$ cat src/design/pti_bus_pkg.sv
// Bus package for the parallel transfer interface
// Holds the memory bus and byte stream widths and the beat type
package pti_bus_pkg;

	// ------------------------------------------------------------
	// Memory bus
	// ------------------------------------------------------------

	// Data width of the bus master, one beat per cycle
	localparam int BUS_DW = 128;

	// Byte address width of the bus master
	localparam int BUS_AW = 32;

	// Number of stream bytes carried by one beat
	localparam int BEAT_BYTES = BUS_DW / 8;

	// ------------------------------------------------------------
	// Byte stream
	// ------------------------------------------------------------

	// Width of the parallel byte port in both directions
	localparam int BYTE_W = 8;

	// ASCII end of transmission, halts the receive stream when enabled
	localparam logic [BYTE_W-1:0] EOT_CODE = 8'h04;

	// Byte k of a beat is the k-th byte in stream order, bits 8k+7:8k
	typedef logic [BUS_DW-1:0] beat_t;

endpackage

$ cat src/design/pti_reg_pkg.sv
// Register map of the parallel transfer interface slave port
// Slot numbers, control bit positions and the software reset length
package pti_reg_pkg;

	// Slave data width and slot address width
	localparam int REG_DW = 64;
	localparam int REG_AW = 3;

	// ------------------------------------------------------------
	// Register slots
	// ------------------------------------------------------------
	localparam logic [REG_AW-1:0] REG_DST_ADR = 3'd0;
	localparam logic [REG_AW-1:0] REG_DST_CNT = 3'd1;
	localparam logic [REG_AW-1:0] REG_SRC_ADR = 3'd2;
	localparam logic [REG_AW-1:0] REG_SRC_CNT = 3'd3;
	localparam logic [REG_AW-1:0] REG_CTRL = 3'd4;
	// Destination threshold in the upper word, source in the lower
	localparam logic [REG_AW-1:0] REG_THRES = 3'd5;
	localparam logic [REG_AW-1:0] REG_STAT = 3'd7;

	// ------------------------------------------------------------
	// Control register bits, one per byte lane
	// ------------------------------------------------------------
	localparam int CTL_RD_STREAM = 0;
	localparam int CTL_WR_STREAM = 8;
	localparam int CTL_SWRST = 24;
	localparam int CTL_SIRQ_EN = 32;
	localparam int CTL_DIRQ_EN = 40;
	localparam int CTL_CHECK_EOT = 48;

	// Length of the buffer reset that a software reset triggers
	localparam int SWRST_CYCLES = 8;

endpackage

$ cat src/design/pti_dma_if.sv
// DMA channel interface between the register decode and the bus master
// Carries stream enables, transfer addresses and beat completion pulses
`timescale 1ns/1ps

interface pti_dma_if;
	import pti_bus_pkg::*;

	// Next memory addresses for the receive and transmit directions
	logic [BUS_AW-1:0] dst_adr;
	logic [BUS_AW-1:0] src_adr;

	// Counts that have run out stop further bus cycles
	logic dst_cnt_zero;
	logic src_cnt_zero;

	// Stream enables from the control register
	logic rd_stream;
	logic wr_stream;

	// One-cycle pulses, one per acknowledged beat
	logic wr_beat_done;
	logic rd_beat_done;

	modport regs (
		output dst_adr, src_adr, dst_cnt_zero, src_cnt_zero, rd_stream, wr_stream,
		input wr_beat_done, rd_beat_done
	);

	modport master (
		input dst_adr, src_adr, dst_cnt_zero, src_cnt_zero, rd_stream, wr_stream,
		output wr_beat_done, rd_beat_done
	);

endinterface

$ cat src/design/pti_regs.sv
// Register decode for the parallel transfer interface
// Holds addresses, counts, thresholds and control, and raises the interrupts
`timescale 1ns/1ps

module pti_regs (
	input  logic clk,
	input  logic rst_i,
	input  logic s_cs_i,
	input  logic s_we_i,
	input  logic [pti_reg_pkg::REG_DW/8-1:0] s_sel_i,
	input  logic [pti_reg_pkg::REG_AW-1:0] s_adr_i,
	input  logic [pti_reg_pkg::REG_DW-1:0] s_dat_i,
	output logic [pti_reg_pkg::REG_DW-1:0] s_dat_o,
	input  logic eot_i,
	input  logic [3:0] bus_stat_i,
	pti_dma_if.regs dma,
	output logic buf_rst_o,
	output logic check_eot_o,
	output logic sirq_o,
	output logic dirq_o
);
	import pti_bus_pkg::*;
	import pti_reg_pkg::*;

	logic wr;
	logic ctl_wr;
	logic ld_dst_cnt;
	logic ld_src_cnt;
	logic [BUS_AW-1:0] dst_cnt;
	logic [BUS_AW-1:0] src_cnt;
	logic [BUS_AW-1:0] dst_thres;
	logic [BUS_AW-1:0] src_thres;
	logic eot_seen;
	logic sirq_en, dirq_en;
	logic sirq, dirq;
	logic [$clog2(SWRST_CYCLES+1)-1:0] swrst_cnt;
	logic [REG_DW-1:0] ctl_rd;

	// Addresses and counts take a full low word write
	assign wr = s_cs_i & s_we_i;
	assign ctl_wr = wr && s_adr_i == REG_CTRL;
	assign ld_dst_cnt = wr && s_adr_i == REG_DST_CNT && &s_sel_i[3:0];
	assign ld_src_cnt = wr && s_adr_i == REG_SRC_CNT && &s_sel_i[3:0];

	assign dma.dst_cnt_zero = dst_cnt == '0;
	assign dma.src_cnt_zero = src_cnt == '0;

	// ------------------------------------------------------------
	// Address generators and transfer counts
	// ------------------------------------------------------------

	// Loaded values are beat aligned; each completed beat moves 16 bytes.
	// Once EOT is seen the destination address freezes on the last beat
	always_ff @(posedge clk) begin
		if (rst_i) begin
			dma.dst_adr <= '0;
			dma.src_adr <= '0;
			dst_cnt <= 32'hFFF0;
			src_cnt <= 32'hFFF0;
		end else begin
			if (wr && s_adr_i == REG_DST_ADR && &s_sel_i[3:0])
				dma.dst_adr <= {s_dat_i[BUS_AW-1:4], 4'h0};
			else if (dma.wr_beat_done && !dma.dst_cnt_zero && !eot_seen)
				dma.dst_adr <= dma.dst_adr + BUS_AW'(BEAT_BYTES);
			if (ld_dst_cnt)
				dst_cnt <= {s_dat_i[BUS_AW-1:4], 4'h0};
			else if (dma.wr_beat_done && !dma.dst_cnt_zero)
				dst_cnt <= dst_cnt - BUS_AW'(BEAT_BYTES);
			if (wr && s_adr_i == REG_SRC_ADR && &s_sel_i[3:0])
				dma.src_adr <= {s_dat_i[BUS_AW-1:4], 4'h0};
			else if (dma.rd_beat_done && !dma.src_cnt_zero)
				dma.src_adr <= dma.src_adr + BUS_AW'(BEAT_BYTES);
			if (ld_src_cnt)
				src_cnt <= {s_dat_i[BUS_AW-1:4], 4'h0};
			else if (dma.rd_beat_done && !dma.src_cnt_zero)
				src_cnt <= src_cnt - BUS_AW'(BEAT_BYTES);
		end
	end

	// ------------------------------------------------------------
	// Control register and stream state
	// ------------------------------------------------------------
	always_ff @(posedge clk) begin
		if (rst_i) begin
			dma.rd_stream <= 1'b0;
			dma.wr_stream <= 1'b0;
			eot_seen <= 1'b0;
			sirq_en <= 1'b0;
			dirq_en <= 1'b0;
			check_eot_o <= 1'b1;
		end else begin
			// The receive stream stops itself when the count runs out or on EOT
			if (ctl_wr && s_sel_i[CTL_RD_STREAM/8])
				dma.rd_stream <= s_dat_i[CTL_RD_STREAM];
			else if (dma.dst_cnt_zero || eot_i)
				dma.rd_stream <= 1'b0;
			// Any write of the receive enable rearms EOT detection
			if (ctl_wr && s_sel_i[CTL_RD_STREAM/8])
				eot_seen <= 1'b0;
			else if (eot_i)
				eot_seen <= 1'b1;
			if (ctl_wr && s_sel_i[CTL_WR_STREAM/8])
				dma.wr_stream <= s_dat_i[CTL_WR_STREAM];
			if (ctl_wr && s_sel_i[CTL_SIRQ_EN/8])
				sirq_en <= s_dat_i[CTL_SIRQ_EN];
			if (ctl_wr && s_sel_i[CTL_DIRQ_EN/8])
				dirq_en <= s_dat_i[CTL_DIRQ_EN];
			if (ctl_wr && s_sel_i[CTL_CHECK_EOT/8])
				check_eot_o <= s_dat_i[CTL_CHECK_EOT];
		end
	end

	// Software reset pulse is stretched so both buffers see a clean clear
	always_ff @(posedge clk) begin
		if (rst_i)
			swrst_cnt <= '0;
		else if (ctl_wr && s_sel_i[CTL_SWRST/8] && s_dat_i[CTL_SWRST])
			swrst_cnt <= ($bits(swrst_cnt))'(SWRST_CYCLES);
		else if (swrst_cnt != '0)
			swrst_cnt <= swrst_cnt - 1'b1;
	end
	assign buf_rst_o = swrst_cnt != '0;

	// Thresholds, written per 32-bit half
	always_ff @(posedge clk) begin
		if (rst_i) begin
			dst_thres <= '0;
			src_thres <= '0;
		end else if (wr && s_adr_i == REG_THRES) begin
			if (&s_sel_i[7:4])
				dst_thres <= s_dat_i[63:32];
			if (&s_sel_i[3:0])
				src_thres <= s_dat_i[31:0];
		end
	end

	// Sticky threshold flags, any control write acknowledges them
	always_ff @(posedge clk) begin
		if (rst_i || ctl_wr) begin
			sirq <= 1'b0;
			dirq <= 1'b0;
		end else begin
			if (src_cnt == src_thres)
				sirq <= 1'b1;
			if (dst_cnt == dst_thres)
				dirq <= 1'b1;
		end
	end
	assign sirq_o = sirq & sirq_en;
	assign dirq_o = dirq & dirq_en;

	// ------------------------------------------------------------
	// Slave read data
	// ------------------------------------------------------------
	always_comb begin
		ctl_rd = '0;
		ctl_rd[CTL_RD_STREAM] = dma.rd_stream;
		ctl_rd[CTL_WR_STREAM] = dma.wr_stream;
		ctl_rd[CTL_SIRQ_EN] = sirq_en;
		ctl_rd[CTL_DIRQ_EN] = dirq_en;
		ctl_rd[CTL_CHECK_EOT] = check_eot_o;
	end

	always_ff @(posedge clk) begin
		if (rst_i || !s_cs_i) begin
			s_dat_o <= '0;
		end else begin
			case (s_adr_i)
				REG_DST_ADR: s_dat_o <= REG_DW'(dma.dst_adr);
				REG_DST_CNT: s_dat_o <= REG_DW'(dst_cnt);
				REG_SRC_ADR: s_dat_o <= REG_DW'(dma.src_adr);
				REG_SRC_CNT: s_dat_o <= REG_DW'(src_cnt);
				REG_CTRL: s_dat_o <= ctl_rd;
				REG_THRES: s_dat_o <= {dst_thres, src_thres};
				REG_STAT: s_dat_o <= REG_DW'({eot_seen, bus_stat_i});
				default: s_dat_o <= '0;
			endcase
		end
	end

	// A completed beat never takes a count past zero
	assert property (@(posedge clk) disable iff (rst_i)
		dma.wr_beat_done && !ld_dst_cnt |=> dst_cnt <= $past(dst_cnt));
	assert property (@(posedge clk) disable iff (rst_i)
		dma.rd_beat_done && !ld_src_cnt |=> src_cnt <= $past(src_cnt));

	// The master finishes one beat at a time
	assert property (@(posedge clk) disable iff (rst_i)
		!(dma.wr_beat_done && dma.rd_beat_done));

endmodule

$ cat src/design/pti_master.sv
// Memory bus master, one 128-bit read or write cycle at a time
// Writes receive beats to memory and reads transmit beats from it
`timescale 1ns/1ps

module pti_master (
	input  logic clk,
	input  logic rst_i,
	pti_dma_if.master dma,
	input  logic beat_rdy_i,
	input  pti_bus_pkg::beat_t beat_i,
	output logic beat_taken_o,
	input  logic room_i,
	output logic fill_o,
	output pti_bus_pkg::beat_t beat_o,
	output logic m_cyc_o,
	output logic m_stb_o,
	output logic m_we_o,
	output logic [pti_bus_pkg::BUS_AW-1:0] m_adr_o,
	output logic [pti_bus_pkg::BUS_DW-1:0] m_dat_o,
	input  logic [pti_bus_pkg::BUS_DW-1:0] m_dat_i,
	input  logic m_ack_i
);

	logic wr_pend;
	logic rd_pend;
	logic wr_dem;
	logic rd_dem;
	logic ack_q;
	logic ack_pe;

	// ------------------------------------------------------------
	// Bus cycle demands
	// ------------------------------------------------------------

	// Demands are remembered until their cycle is acknowledged, since a
	// cycle of the other kind may be running when they appear
	always_ff @(posedge clk) begin
		if (rst_i) begin
			wr_pend <= 1'b0;
			rd_pend <= 1'b0;
		end else begin
			if (dma.wr_beat_done)
				wr_pend <= 1'b0;
			else if (beat_rdy_i)
				wr_pend <= 1'b1;
			if (dma.rd_beat_done)
				rd_pend <= 1'b0;
			else if (room_i && dma.wr_stream)
				rd_pend <= 1'b1;
		end
	end

	// Writes drain the receive buffer first; reads fill the transmit side
	assign wr_dem = (wr_pend | beat_rdy_i) & ~dma.dst_cnt_zero;
	assign rd_dem = (rd_pend | room_i) & dma.wr_stream & ~dma.src_cnt_zero;

	// ------------------------------------------------------------
	// Bus cycle control
	// ------------------------------------------------------------

	// Ack may stay high for several cycles, so only its rising edge counts
	always_ff @(posedge clk) begin
		if (rst_i)
			ack_q <= 1'b0;
		else
			ack_q <= m_ack_i;
	end
	assign ack_pe = m_cyc_o & m_ack_i & ~ack_q;

	// The cycle ends on the clock after the acknowledge
	always_ff @(posedge clk) begin
		if (rst_i) begin
			m_cyc_o <= 1'b0;
			m_we_o <= 1'b0;
		end else if (m_cyc_o) begin
			if (ack_pe)
				m_cyc_o <= 1'b0;
		end else if (wr_dem || rd_dem) begin
			m_cyc_o <= 1'b1;
			m_we_o <= wr_dem;
		end
	end
	assign m_stb_o = m_cyc_o;

	// Address and write data are captured as the cycle starts
	always_ff @(posedge clk) begin
		if (!m_cyc_o && (wr_dem || rd_dem)) begin
			m_adr_o <= wr_dem ? dma.dst_adr : dma.src_adr;
			m_dat_o <= beat_i;
		end
	end

	// One completion pulse per beat, in each direction
	assign dma.wr_beat_done = ack_pe & m_we_o;
	assign dma.rd_beat_done = ack_pe & ~m_we_o;
	assign beat_taken_o = dma.wr_beat_done;

	// Read data goes straight to the transmit buffers with the fill pulse
	assign fill_o = dma.rd_beat_done;
	assign beat_o = m_dat_i;

	// Direction holds for the whole bus cycle
	assert property (@(posedge clk) disable iff (rst_i)
		m_cyc_o && $past(m_cyc_o) |-> $stable(m_we_o));

endmodule

$ cat src/design/pti_gather.sv
// Receive byte packer for the parallel transfer interface
// Collects bytes into a two-half buffer and detects end of transmission
`timescale 1ns/1ps

module pti_gather (
	input  logic clk,
	input  logic rst_i,
	input  logic buf_rst_i,
	input  logic rd_stream_i,
	input  logic check_eot_i,
	input  logic rx_stb_i,
	input  logic [pti_bus_pkg::BYTE_W-1:0] rx_dat_i,
	output logic beat_rdy_o,
	output pti_bus_pkg::beat_t beat_o,
	input  logic beat_taken_i,
	output logic eot_o
);
	import pti_bus_pkg::*;

	// Index bit that selects the buffer half
	localparam int HALF_BIT = $clog2(BEAT_BYTES);

	logic [BYTE_W-1:0] buf_q [0:2*BEAT_BYTES-1];
	logic [HALF_BIT:0] idx;
	logic [1:0] pend;
	logic out_half;
	logic take_byte;

	// Bytes are taken only while the receive stream runs
	assign take_byte = rx_stb_i & rd_stream_i;

	always_ff @(posedge clk) begin
		if (take_byte)
			buf_q[idx] <= rx_dat_i;
	end

	// Filling the last byte of a half hands that half to the bus master.
	// Halves complete in order, so out_half always names the oldest one
	always_ff @(posedge clk) begin
		if (rst_i || buf_rst_i) begin
			idx <= '0;
			pend <= 2'b00;
			out_half <= 1'b0;
		end else begin
			if (beat_taken_i) begin
				pend[out_half] <= 1'b0;
				out_half <= ~out_half;
			end
			if (take_byte) begin
				idx <= idx + 1'b1;
				if (&idx[HALF_BIT-1:0])
					pend[idx[HALF_BIT]] <= 1'b1;
			end
		end
	end

	assign beat_rdy_o = pend[out_half];

	// Byte k of the pending half lands in lane k of the beat
	always_comb begin
		for (int k = 0; k < BEAT_BYTES; k++) begin
			beat_o[BYTE_W*k +: BYTE_W] = buf_q[{out_half, k[HALF_BIT-1:0]}];
		end
	end

	// End of transmission is flagged for one cycle after the byte arrives
	always_ff @(posedge clk) begin
		if (rst_i || buf_rst_i)
			eot_o <= 1'b0;
		else
			eot_o <= take_byte && check_eot_i && rx_dat_i == EOT_CODE;
	end

endmodule

$ cat src/design/pti_unpack.sv
// Transmit unpacker for the parallel transfer interface
// Two beat buffers drained one byte per cycle under port back-pressure
`timescale 1ns/1ps

module pti_unpack (
	input  logic clk,
	input  logic rst_i,
	input  logic buf_rst_i,
	input  logic wr_stream_i,
	input  logic fill_i,
	input  pti_bus_pkg::beat_t beat_i,
	output logic room_o,
	input  logic tx_afull_i,
	output logic tx_stb_o,
	output logic [pti_bus_pkg::BYTE_W-1:0] tx_dat_o
);
	import pti_bus_pkg::*;

	beat_t buf_q [0:1];
	logic [1:0] valid;
	logic wr_sel;
	logic rd_sel;
	logic [$clog2(BEAT_BYTES)-1:0] idx;

	// ------------------------------------------------------------
	// Buffer fill side
	// ------------------------------------------------------------

	// Beats arrive from bus reads and fill the buffers alternately
	always_ff @(posedge clk) begin
		if (fill_i)
			buf_q[wr_sel] <= beat_i;
	end

	// A new read may be started while either buffer is free
	assign room_o = ~&valid;

	// ------------------------------------------------------------
	// Byte output side
	// ------------------------------------------------------------

	// The strobe follows afull in the same cycle, so no byte is lost
	assign tx_stb_o = valid[rd_sel] & wr_stream_i & ~tx_afull_i;
	assign tx_dat_o = buf_q[rd_sel][BYTE_W*idx +: BYTE_W];

	// Sending byte 15 frees the buffer and moves to the other one
	always_ff @(posedge clk) begin
		if (rst_i || buf_rst_i) begin
			valid <= 2'b00;
			wr_sel <= 1'b0;
			rd_sel <= 1'b0;
			idx <= '0;
		end else begin
			if (tx_stb_o) begin
				idx <= idx + 1'b1;
				if (&idx) begin
					valid[rd_sel] <= 1'b0;
					rd_sel <= ~rd_sel;
				end
			end
			if (fill_i) begin
				valid[wr_sel] <= 1'b1;
				wr_sel <= ~wr_sel;
			end
		end
	end

	// The bus master only reads into a free buffer
	assert property (@(posedge clk) disable iff (rst_i || buf_rst_i)
		fill_i |-> room_o);

endmodule

$ cat src/design/pti_top.sv
// Parallel transfer interface top level
// Streaming DMA between a byte-wide port and a 128-bit memory bus
`timescale 1ns/1ps

module pti_top (
	input  logic clk,
	input  logic rst_i,
	// Register slave
	input  logic s_cs_i,
	input  logic s_we_i,
	input  logic [pti_reg_pkg::REG_DW/8-1:0] s_sel_i,
	input  logic [pti_reg_pkg::REG_AW-1:0] s_adr_i,
	input  logic [pti_reg_pkg::REG_DW-1:0] s_dat_i,
	output logic [pti_reg_pkg::REG_DW-1:0] s_dat_o,
	// Memory bus master
	output logic m_cyc_o,
	output logic m_stb_o,
	output logic m_we_o,
	output logic [pti_bus_pkg::BUS_AW-1:0] m_adr_o,
	output logic [pti_bus_pkg::BUS_DW-1:0] m_dat_o,
	input  logic [pti_bus_pkg::BUS_DW-1:0] m_dat_i,
	input  logic m_ack_i,
	// Byte port
	input  logic rx_stb_i,
	input  logic [pti_bus_pkg::BYTE_W-1:0] rx_dat_i,
	output logic tx_stb_o,
	output logic [pti_bus_pkg::BYTE_W-1:0] tx_dat_o,
	input  logic tx_afull_i,
	// Threshold interrupts
	output logic sirq_o,
	output logic dirq_o
);
	import pti_bus_pkg::*;

	beat_t rx_beat;
	beat_t tx_beat;
	logic beat_rdy;
	logic beat_taken;
	logic fill;
	logic room;
	logic eot;
	logic buf_rst;
	logic check_eot;

	pti_dma_if dma ();

	// Status shows the bus and buffer levels
	pti_regs u_regs (
		.clk(clk),
		.rst_i(rst_i),
		.s_cs_i(s_cs_i),
		.s_we_i(s_we_i),
		.s_sel_i(s_sel_i),
		.s_adr_i(s_adr_i),
		.s_dat_i(s_dat_i),
		.s_dat_o(s_dat_o),
		.eot_i(eot),
		.bus_stat_i({m_cyc_o, tx_afull_i, room, beat_rdy}),
		.dma(dma),
		.buf_rst_o(buf_rst),
		.check_eot_o(check_eot),
		.sirq_o(sirq_o),
		.dirq_o(dirq_o)
	);

	pti_master u_master (
		.clk(clk),
		.rst_i(rst_i),
		.dma(dma),
		.beat_rdy_i(beat_rdy),
		.beat_i(rx_beat),
		.beat_taken_o(beat_taken),
		.room_i(room),
		.fill_o(fill),
		.beat_o(tx_beat),
		.m_cyc_o(m_cyc_o),
		.m_stb_o(m_stb_o),
		.m_we_o(m_we_o),
		.m_adr_o(m_adr_o),
		.m_dat_o(m_dat_o),
		.m_dat_i(m_dat_i),
		.m_ack_i(m_ack_i)
	);

	pti_gather u_gather (
		.clk(clk),
		.rst_i(rst_i),
		.buf_rst_i(buf_rst),
		.rd_stream_i(dma.rd_stream),
		.check_eot_i(check_eot),
		.rx_stb_i(rx_stb_i),
		.rx_dat_i(rx_dat_i),
		.beat_rdy_o(beat_rdy),
		.beat_o(rx_beat),
		.beat_taken_i(beat_taken),
		.eot_o(eot)
	);

	pti_unpack u_unpack (
		.clk(clk),
		.rst_i(rst_i),
		.buf_rst_i(buf_rst),
		.wr_stream_i(dma.wr_stream),
		.fill_i(fill),
		.beat_i(tx_beat),
		.room_o(room),
		.tx_afull_i(tx_afull_i),
		.tx_stb_o(tx_stb_o),
		.tx_dat_o(tx_dat_o)
	);

endmodule

$ cat config.mk
export PLATFORM = sky130hd
export DESIGN_NAME = pti_top
export DESIGN_NICKNAME = d
export VERILOG_FILES = /design/src/design/pti_bus_pkg.sv /design/src/design/pti_reg_pkg.sv /design/src/design/pti_dma_if.sv /design/src/design/pti_regs.sv /design/src/design/pti_master.sv /design/src/design/pti_gather.sv /design/src/design/pti_unpack.sv /design/src/design/pti_top.sv
export SDC_FILE = /design/constraint.sdc
export NUM_CORES = 1
export LEC_CHECK = 0
export BUFFER_PORTS_ARGS = -buffer_cell sky130_fd_sc_hd__buf_2
export CORE_MARGIN = 1
export CORE_UTILIZATION = 49
export CTS_BUF_LIST = sky130_fd_sc_hd__clkbuf_4 sky130_fd_sc_hd__clkbuf_8
export DETAILED_ROUTE_END_ITERATION = 12
export HOLD_SLACK_MARGIN = 0.02
export PLACE_DENSITY = 0.8
export SLEW_MARGIN = 20
export SYNTH_ARGS = -nofsm -noshare
export SYNTH_HDL_FRONTEND = slang
export SYNTH_SLANG_ARGS = --single-unit
$ cat constraint.sdc
create_clock -name clk -period 14.2 [get_ports clk]
set_input_delay 0 -clock clk [delete_from_list [all_inputs] [get_ports clk]]
set_output_delay 0 -clock clk [all_outputs]
set_load 0.01 [all_outputs]
**Word level (Yosys, flattened, before mapping)**

Memory sizes are Yosys's and may differ from the RTL's. A register that Yosys moved wholly into a read port is not among the register bits.
Cells that the tools add are included.

- Register bits after elaboration: 322
- Bits in writable memories: 512
- Input bits: 218
- Output and inout port bits: 238
- Word-level logic and storage cells: 200
- Memories kept: 2

- $add $sub $neg: 7
- Magnitude comparators: 8
- Equality and inequality tests: 9
- Shift-type cells: 1
- Mux-type cells: 43
- Bitwise operators: 30
- Reduce and logical (&&, ||, !) cells: 65

Memories:

| memory | words | bits a word | read ports | clocked after Yosys merged registers in | wr ports | line | source |
|---|---|---|---|---|---|---|---|
| u_gather.buf_q | 32 | 8 | 16 | 16 | 1 | pti_gather.sv:23 | `logic [BYTE_W-1:0] buf_q [0:2*BEAT_BYTES-1];` |
| u_unpack.buf_q | 2 | 128 | 1 | 1 | 1 | pti_unpack.sv:19 | `beat_t buf_q [0:1];` |

Operators by type and width:

| operator | count |
|---|---|
| $pmux W64 S7 | 1 |
| $mux W32 | 9 |
| $shiftx A128 B8 Y8 | 1 |
| $add A32 B5 Y32 const B | 2 |
| $eq A32 B32 Y1 | 2 |
| $logic_not A32 Y1 | 2 |
| $sub A32 B5 Y32 const B | 2 |
| $logic_and A1 B1 Y1 | 28 |
| $mux W1 | 19 |
| $mux W2 | 8 |
| $reduce_or A2 Y1 | 8 |
| $reduce_and A5 Y1 | 3 |
| $and A1 B1 Y1 | 13 |
| $reduce_and A4 Y1 | 3 |
| $reduce_bool A2 Y1 | 6 |
| $eq A3 B3 Y1 const B | 3 |
| $not A1 Y1 | 9 |
| $eq A8 B3 Y1 const B | 1 |
| $lt A1 B2 Y1 const B | 4 |
| $mux W4 | 2 |
| $eq A3 B2 Y1 const B | 2 |
| $logic_not A1 Y1 | 6 |
| $add A5 B1 Y5 const B | 1 |
| $logic_or A1 B1 Y1 | 5 |
| other kinds (12) | 23 |

**Longest topological paths before layout**

Gate-level depths: netlist of the first run.

- Depth in word-level cells: 11
- Gate-level depth with buffers: 9
- Depth with buffers taken out: 7

**Modules after synthesis**

A second synthesis of the first run with hierarchy kept.

- Cells, all modules: 2762
- Area total of the unflattened synthesis: 39121.3 sq um

Modules (own cells, without submodules):

| module | times used | cells an instance | area an instance (sq um) | seq. area each (sq um) |
|---|---|---|---|---|
| pti_regs | 1 | 1453 | 12589.6 | 5044.8 |
| pti_unpack | 1 | 465 | 10142.2 | 7867.5 |
| pti_gather | 1 | 494 | 9864.5 | 7887.6 |
| pti_master | 1 | 350 | 6525.0 | 4904.7 |

**Worst setup path before layout of the first run**

No wires, ideal clock.

- Path type: reg2reg
- From: register u_regs.src_cnt[24]
- To: register u_master.m_dat_o (netlist bit m_dat_o[0]), read port of u_gather.buf_q (enable)
- Setup time: 1.299 ns
- Arrival time: 4.169 ns
- Data required time: 12.901 ns
- Slack: 8.732 ns
- Stages on the path, launching flop included: 8
- Buffers on the path: 2
- Clock period less this slack: 5.468 ns
- Cells stage by stage: dfxtp_1 -> buf_6 -> or4_1 -> nor4_4 -> nand3_1 -> buf_2 -> nand2_1 -> nand2_1

- Word-level cells in the longest chain between the ends: 5

Ends and longest elaborated chain:

| what | line | source |
|---|---|---|
| start, declared | pti_regs.sv:30 | `logic [BUS_AW-1:0] src_cnt;` |
| start signal, assigned | pti_regs.sv:74 | `src_cnt <= {s_dat_i[BUS_AW-1:4], 4'h0};` |
| start signal, assigned | pti_regs.sv:76 | `src_cnt <= src_cnt - BUS_AW'(BEAT_BYTES);` |
| $logic_not A32 Y1 | pti_regs.sv:46 | `assign dma.src_cnt_zero = src_cnt == '0;` |
| $not A1 Y1 | pti_master.sv:55 | `assign rd_dem = (rd_pend \| room_i) & dma.wr_stream & ~dma.src_cnt_zero;` |
| $and A1 B1 Y1 | pti_master.sv:55 |  |
| $logic_or A1 B1 Y1 | pti_master.sv:87 | `if (!m_cyc_o && (wr_dem \|\| rd_dem)) begin` |
| $logic_and A1 B1 Y1 | pti_master.sv:87 |  |
| end, declared | pti_master.sv:19 | `output logic [pti_bus_pkg::BUS_DW-1:0] m_dat_o,` |

Every way passes these cells.
A chain may end at the register's enable or synchronous reset.

**Worst setup path after layout of the first run**

- From: register u_gather.out_half
- To: register u_master.m_dat_o (netlist bit m_dat_o[104]), read port of u_gather.buf_q (enable)

- Word-level cells in the longest chain between the ends: 6

Ends and longest elaborated chain:

| what | line | source |
|---|---|---|
| start, declared | pti_gather.sv:26 | `logic out_half;` |
| start signal, assigned | pti_gather.sv:47 | `out_half <= ~out_half;` |
| $mux W1 (not written as such) (2 in a row) | pti_gather.sv:57 | `assign beat_rdy_o = pend[out_half];` |
| $or A1 B1 Y1 | pti_master.sv:54 | `assign wr_dem = (wr_pend \| beat_rdy_i) & ~dma.dst_cnt_zero;` |
| $and A1 B1 Y1 | pti_master.sv:54 |  |
| $logic_or A1 B1 Y1 | pti_master.sv:87 |  |
| $logic_and A1 B1 Y1 | pti_master.sv:87 |  |

Several ways; a longest one is shown, not always the timed one. The select of a mux whose other input is x is not followed.

==> out/metrics.cfg, run 1 <==
[synthesis]
synth_cells=2629
yosysWarnings=0
synth_edf_count=668
synth_ff_type=edfxtp_1
synth_area_um2=38200
async_reset_ff_share_pct=0
synth_seq_cells=943
ys_seq_area_share_pct=66.93
postSynthAreaPerCell_um2=14.53
synth_cell_types=81

[pwr]
p_leak_nw=16.94
p_per_area_nw_per_um2=115.8
p_total_mw=5.674
ir_worst_vdd_uv=129.2

[worst_setup_path]
crit_required_ps=14610
timing.rr.start=u_gather.out_half
end_kind=flop
critPathMaxFanout=68
crit_path_cell_trace=mux2i_1, nor2b_1, a31oi_4, buf_4, nand2b_1, nand2_4, buf_4, buf_4
cpMostUsedCell=buf_4
rrSetupSlack_ps=9650
reg2regPathDepth=8
crit_arrival_ps=4960
worst-setup-path-type=flop to flop
slowest_stage=dfxtp_4
startpoint_type=flop
slowest_delay_ps=950
worstReg2RegEnd=m_dat_o[104]

[die]
rows=102
ios=456
die_w_um=281.2
die_h_um=281.2
dieArea_um2=79080
core_area_um2=77340
start_util_pct=49.39

[sta]
fin_crit_ps=4554
tightest_slew_ps=1311
max_freq_mhz=219.6
maxSlewHeadroom_pct=11.49
final-setup-viol-count=0
period_share_pct=32.07
fin_ws_ps=9646
hold_viol=0
finalSetupTns_ps=0
rsz0062_at_grt=false
skew_ps=54.73
drv_slew=0

[min_path]
hold-path-endpoint=u_regs.src_thres[20]
hold_depth=4
hold_path.class=input pin to flop
hp-start=s_dat_i[20]

[global_route]
grt.busiest_layer=met2
grt_max_degree=77
met3_usage_pct=8.629
track_usage_pct=29.81
use_met2_pct=46.38
grt_pass1_wl_mm=173.4
grt_pass1_vias=27640
antenna_found_initial=13
grt_overflow_total=0
use_met1_pct=37.78

[detailed_routing]
antenna_left=0
wl_mm=119.5
drt_iter0_drc=3618
num_vias=28180
drt-wirelength-per-cell_um=25.34
drc=0
drt_first_pass_iters=10
viasPerCell=5.977

[finish]
post-route-util_pct=63.36
fillCellCount=5314
syn_to_final_growth_pct=28.29
fin_nets=3777
stdcell_area_um2=49000
final_layout_size_suffix_gt1_share_pct=28.70

[clocking]
cts_sinks=943
cts_tree=yes
clk_pin_slew_ps=70
clockBufferDepth=3
cts_root_buf=clkbuf_8
clk_latency_ps=820
cts_made_buffers=148
cts_resized=0
cts_hold_buffers=452
post_cts_buffers=0
h-tree-depth=4

[place]
io_buffers=451
pre_cts_slack_ps=9641
dpl_cell_area_um2=41280
globalplace.congestion=0.9999
dp_hpwl_mm=68.91

[job]
drv_cap=0

[run_status]
status=complete, no violations

[cells in the mapped netlist (all sizes together) (5+ instances only)]
cell type,number,area [µm²]
nor2,175,656.9
o211ai,5,37.54
and4,13,113.9
o311ai,5,58.81
nor4,24,267.8
a22oi,28,210.2
nand3b,5,37.54
xor2,27,236.5
buf,60,345.3
mux2i,18,180.2
mux4,107,2414
o31ai,25,187.7
o311a,6,60.06
ha,12,150.1
and2,44,279.0
inv,26,97.59
or2,14,87.59
nor3,59,300.3
xnor2,72,630.6
mux2,163,1836
and3,14,90.08
a211oi,37,277.8
nand3,47,235.2
a2111oi,18,157.7
nand2b,11,68.82
a21oi,93,469.2
a311oi,46,409.1
nand4,41,296.5
or4,26,198.9
o21ai,56,280.3
dfxtp,275,5505
edfxtp,668,20060
nand2,193,724.4
clkbuf,107,431.7
a31oi,20,125.1
or3,41,257.8
[worst max path at each step]
stage                       start           end  slack [ps]  depth (start not counted)
2_1_floorplan  u_regs.src_cnt[24]    m_dat_o[0]        8730                          7
3_3_place_gp    u_gather.out_half    m_dat_o[4]        9750                          8
3_5_place_dp    u_gather.out_half  m_dat_o[119]        9640                          8
4_1_cts         u_gather.out_half  m_dat_o[104]        9620                          8
5_1_grt         u_gather.out_half  m_dat_o[104]        9380                          8
6_report        u_gather.out_half  m_dat_o[104]        9650                          8
[placed cells by master (no fill, tap or decap), types with 39 or more instances in the layout]
master,synthesis,final
and2_1,41,41
nor2_1,175,174
nand2_1,193,192
edfxtp_1,668,668
mux2_2,163,163
o21ai_0,53,53
a311oi_1,45,45
nand3_1,47,46
buf_2,30,450
xnor2_1,72,72
dlygate4sd3_1,0,452
dfxtp_1,275,272
clkbuf_8,3,170
a21oi_1,92,92
nor3_1,58,56
or3_1,40,39
mux4_2,106,106
[power breakdown]
| group | total [mW] | leakage (nW) | switching, mW | internal [mW] |
|---|---|---|---|---|
| registers | 2.95 | 8.21 | 0.00724 | 2.94 |
| logic | 0.255 | 7.08 | 0.134 | 0.120 |
| clock network | 2.47 | 1.65 | 1.16 | 1.31 |
| total | 5.67 | 16.9 | 1.30 | 4.37 |
[metrics by stage]
stage          hold slack (ps)  cells
6_report                 98.84   4715
5_1_grt                  72.53   4707
4_1_cts                  24.16   4699
3_5_place_dp             191.3   3985
3_3_place_gp             187.2   3985
2_1_floorplan            98.87   2632
[sequential cells by signal, indices dropped and copies added, names as in the netlist, 2 cells and up, named ones only]
| name | cells |
|---|---|
| u_regs.src_cnt | 28 |
| u_gather.buf_q | 256 |
| u_unpack.buf_q | 256 |
| u_regs.dma.src_adr | 28 |
| u_regs.swrst_cnt | 4 |
| u_master.m_adr_o | 28 |
| m_dat_o | 128 |
| u_gather.idx | 5 |
| u_regs.dma.dst_adr | 28 |
| u_unpack.idx | 4 |
| u_regs.dst_thres | 32 |
| u_regs.src_thres | 32 |
| u_gather.pend | 2 |
| u_regs.s_dat_o | 64 |
| u_regs.dst_cnt | 28 |
| u_unpack.valid | 2 |
[worst max-delay path, delay by kind of cell, from the launching register on]
kind,cells,cell delay [ps]
buffers and inverters,3,1910
DFF,1,950
and+or+nand+nor,3,770
muxes,1,310
AOI/OAI and AO/OA,1,130
[logic make-up after synthesis]
| logic type | Yosys count | share of synthesized area (%) |
|---|---|---|
| flip-flops | 943 | 66.93 |
| other | 1 | 0.009817 |
| buffers and inverters | 193 | 2.290 |
| AND/OR/NAND/NOR | 727 | 9.935 |
| multiplexers | 288 | 11.60 |
| adder cells (fa/ha/maj) | 12 | 0.3931 |
| AO/OA/AOI/OAI | 366 | 6.581 |
| XOR/XNOR | 99 | 2.270 |
[metal layers]
metal  part of all wire, %  wire length (µm)
met5                 0.069                83
met4                   5.2              6224
met3                    11             13650
met2                    46             55090
met1                    37             44440
[cell type report]
cell class                 count  area [µm²]  share of cell area [%]
inverter                      26       102.6                  0.2094
multi-input combinational   1496       11830                   24.14
clock buffer                 201        2572                   5.250
timing repair buffer         932        7002                   14.29
tap                         1040        1301                   2.655
sequential                   943       25570                   52.19
antenna                       16       40.04                 0.08171
clock inverter                61       581.8                   1.187
Power figures use the tool's default switching activity.
==> run 2, diff against run 1 <==
==> constraint.sdc (replaced) <==
create_clock -name clk -period 4.3 [get_ports clk]
set_input_delay 0 -clock clk [delete_from_list [all_inputs] [get_ports clk]]
set_output_delay 0 -clock clk [all_outputs]
set_load 0.01 [all_outputs]
==> out/metrics.cfg, run 2 (synthesis gave the netlist of run 1 again) <==
[sta]
holdWs_ps=121.0  ; +22.16 ps
finalSetupTns_ps=0  ; unchanged
tightest_slew_ps=1144  ; -167.0 ps
hold_viol=0  ; unchanged
period_share_pct=94.18
max_freq_mhz=246.9
maxSlewHeadroom_pct=23.76  ; +12 points
skew_ps=64.29  ; +9.557 ps
final-setup-viol-count=0  ; unchanged
fin_crit_ps=4050
rsz0062_at_grt=false
drv_slew=0  ; unchanged

[finish]
fillCellCount=5376  ; +1.2%
final_common_cell=edfxtp_1
largestRegisters=u_gather.buf_q (256), u_unpack.buf_q (256), m_dat_o (128)
regArea_um2=25570  ; unchanged
final_layout_size_suffix_gt1_share_pct=28.96  ; +0.27 points
fin_nets=3773  ; -0.11%
final_cell_mix=668 x edfxtp_1, 450 x buf_2, 440 x dlygate4sd3_1
multi_input_area_um2=11830  ; about the same
syn_to_final_growth_pct=28.18  ; about the same

[die]
core_area_um2=77340  ; unchanged
dieArea_um2=79080  ; unchanged
rows=102  ; unchanged
die_h_um=281.2  ; unchanged
die_w_um=281.2  ; unchanged
start_util_pct=49.39  ; unchanged
ios=456  ; unchanged

[place]
io_buffers=451  ; unchanged
globalplace.congestion=1.001  ; about the same
dp_hpwl_mm=69.56  ; +0.95%

[pwr]
p_leak_nw=16.94  ; about the same
p_int_mw=14.34  ; +230%
p_per_area_nw_per_um2=381.6  ; +230%
ir_worst_vdd_uv=437.5  ; +240%
combinationalPowerShare_pct=4.6  ; about the same
seqPwrFrac_pct=52.1  ; about the same
power.switching_mw=4.341  ; +230%
p_clk_share_pct=43.2  ; -0.3 points
switching_share_pct=23.23  ; +0.31 points

[detailed_routing]
drt_first_pass_iters=6  ; -4
drt_iter0_drc=3254  ; -10%
viasPerCell=5.963  ; -0.23%
drc=0  ; unchanged
drt-wirelength-per-cell_um=25.73  ; +1.5%
num_vias=28110  ; -0.25%
antenna_left=0  ; unchanged
wl_mm=121.3  ; +1.5%

[clocking]
clk_latency_ps=820  ; about the same
cts_resized=0  ; unchanged
cts_root_buf=clkbuf_8
post_cts_buffers=0  ; unchanged
clk_pin_slew_ps=60  ; about the same
h-tree-depth=4  ; unchanged
cts_sinks=943  ; unchanged
cts_tree=yes
clockBufferDepth=3  ; unchanged
cts_made_buffers=147  ; -0.68%

[global_route]
grt.busiest_layer=met2
use_met1_pct=38.90  ; +1.1 points
grt_pass1_vias=27400  ; -0.85%
grt_overflow_total=0  ; unchanged
grt_pass1_wl_mm=176.0  ; +1.5%
antenna_found_initial=13  ; unchanged
grt_max_degree=95  ; +23%
use_met2_pct=47.68  ; +1.3 points
track_usage_pct=30.34  ; +0.53 points
met3_usage_pct=8.679  ; +0.050 points

[worst_setup_path]
cp-startpoint=s_adr_i[0]
critPathMaxFanout=42  ; -38%
crit_required_ps=5050  ; -9560 ps
startpoint_type=input pin
crit_arrival_ps=4800  ; -160 ps
worst-setup-path-type=input pin to flop
setup.worst_path.end=u_regs.dst_thres[11]
end_kind=flop
rrSetupSlack_ps=1120  ; -8530 ps
timing.rr.start=u_regs.dst_cnt[20]
worstReg2RegEnd=u_regs.dma.rd_stream
reg2regPathDepth=6  ; -2

[run_status]
status=complete, no violations

[min_path]
hold_path.class=input pin to flop

[job]
drv_cap=0  ; unchanged

[run 2: worst max-delay path, cell delays in order]
cell and delay [ps]:
dlygate4sd3_1 530, buf_2 840, inv_1 370, or2_2 440, nor3_2 160, dlygate4sd3_1 560
buf_4 360, nand2_1 180, dlygate4sd3_1 620, a21oi_1 140, dlygate4sd3_1 560
[run 2: layout make-up]
type	count	area share, %
antenna	14	0.07155
clock buffer	197	5.014
inverter	26	0.2095
sequential	943	52.23
multi-input combinational	1496	24.16
timing repair buffer	929	14.35
clock inverter	69	1.298
tap	1040	2.658
[run 2: power by group through the flow]
stage                     sequential [mW]  clock (mW)  combinational, mW
after floorplan                      9.94           0              0.219
after global placement               9.93           0              0.495
after detailed placement             9.94           0              0.505
after CTS                            9.74        7.97              0.787
after global routing                 9.74        8.50              0.901
final                                9.74        8.07              0.867
[run 2: routing by layer]
metal | part of all wire [%] | vias up
li1 | - | 12010
met1 | 37 | 13750
met2 | 47 | 1947
met3 | 12 | 393
met4 | 4.6 | 6
met5 | 0.029 | -
[run 2: worst min path at each step]
stage	cells past startpoint	to	slack, ps	startpoint
final	4	u_regs.src_thres[20]	120	s_dat_i[20]
after global routing	4	u_regs.src_thres[19]	80	s_dat_i[19]
after CTS	4	u_regs.src_thres[22]	30	s_dat_i[22]
after detailed placement	1	u_unpack.buf_q[0][77]	190	m_dat_i[77]
after global placement	1	u_unpack.buf_q[1][12]	190	m_dat_i[12]
after floorplan	0	u_gather.buf_q[0][0]	100	rx_dat_i[0]
[run 2: per-stage QoR]
| stage | utilization [%] | worst slack [ps] | power (mW) | cell area (µm²) | cells |
|---|---|---|---|---|---|
| after detailed placement | 53.57 | 1376 | 10.44 | 41430 | 3994 |
| after CTS | 63.26 | 585.2 | 18.50 | 48930 | 4700 |
| after global placement | 53.57 | 1441 | 10.43 | 41430 | 3994 |
| final | 63.31 | 250.1 | 18.68 | 48960 | 4714 |
| after global routing | 63.29 | 114.4 | 19.14 | 48950 | 4708 |
| after floorplan | - | 87.29 | 10.15 | 38210 | 2632 |
[run 2: repair_timing]
action | in CTS | in global routing
hold buffers | 440 | 0
hold endpoints to repair | 757 | 0
setup endpoints to repair | 0 | 0
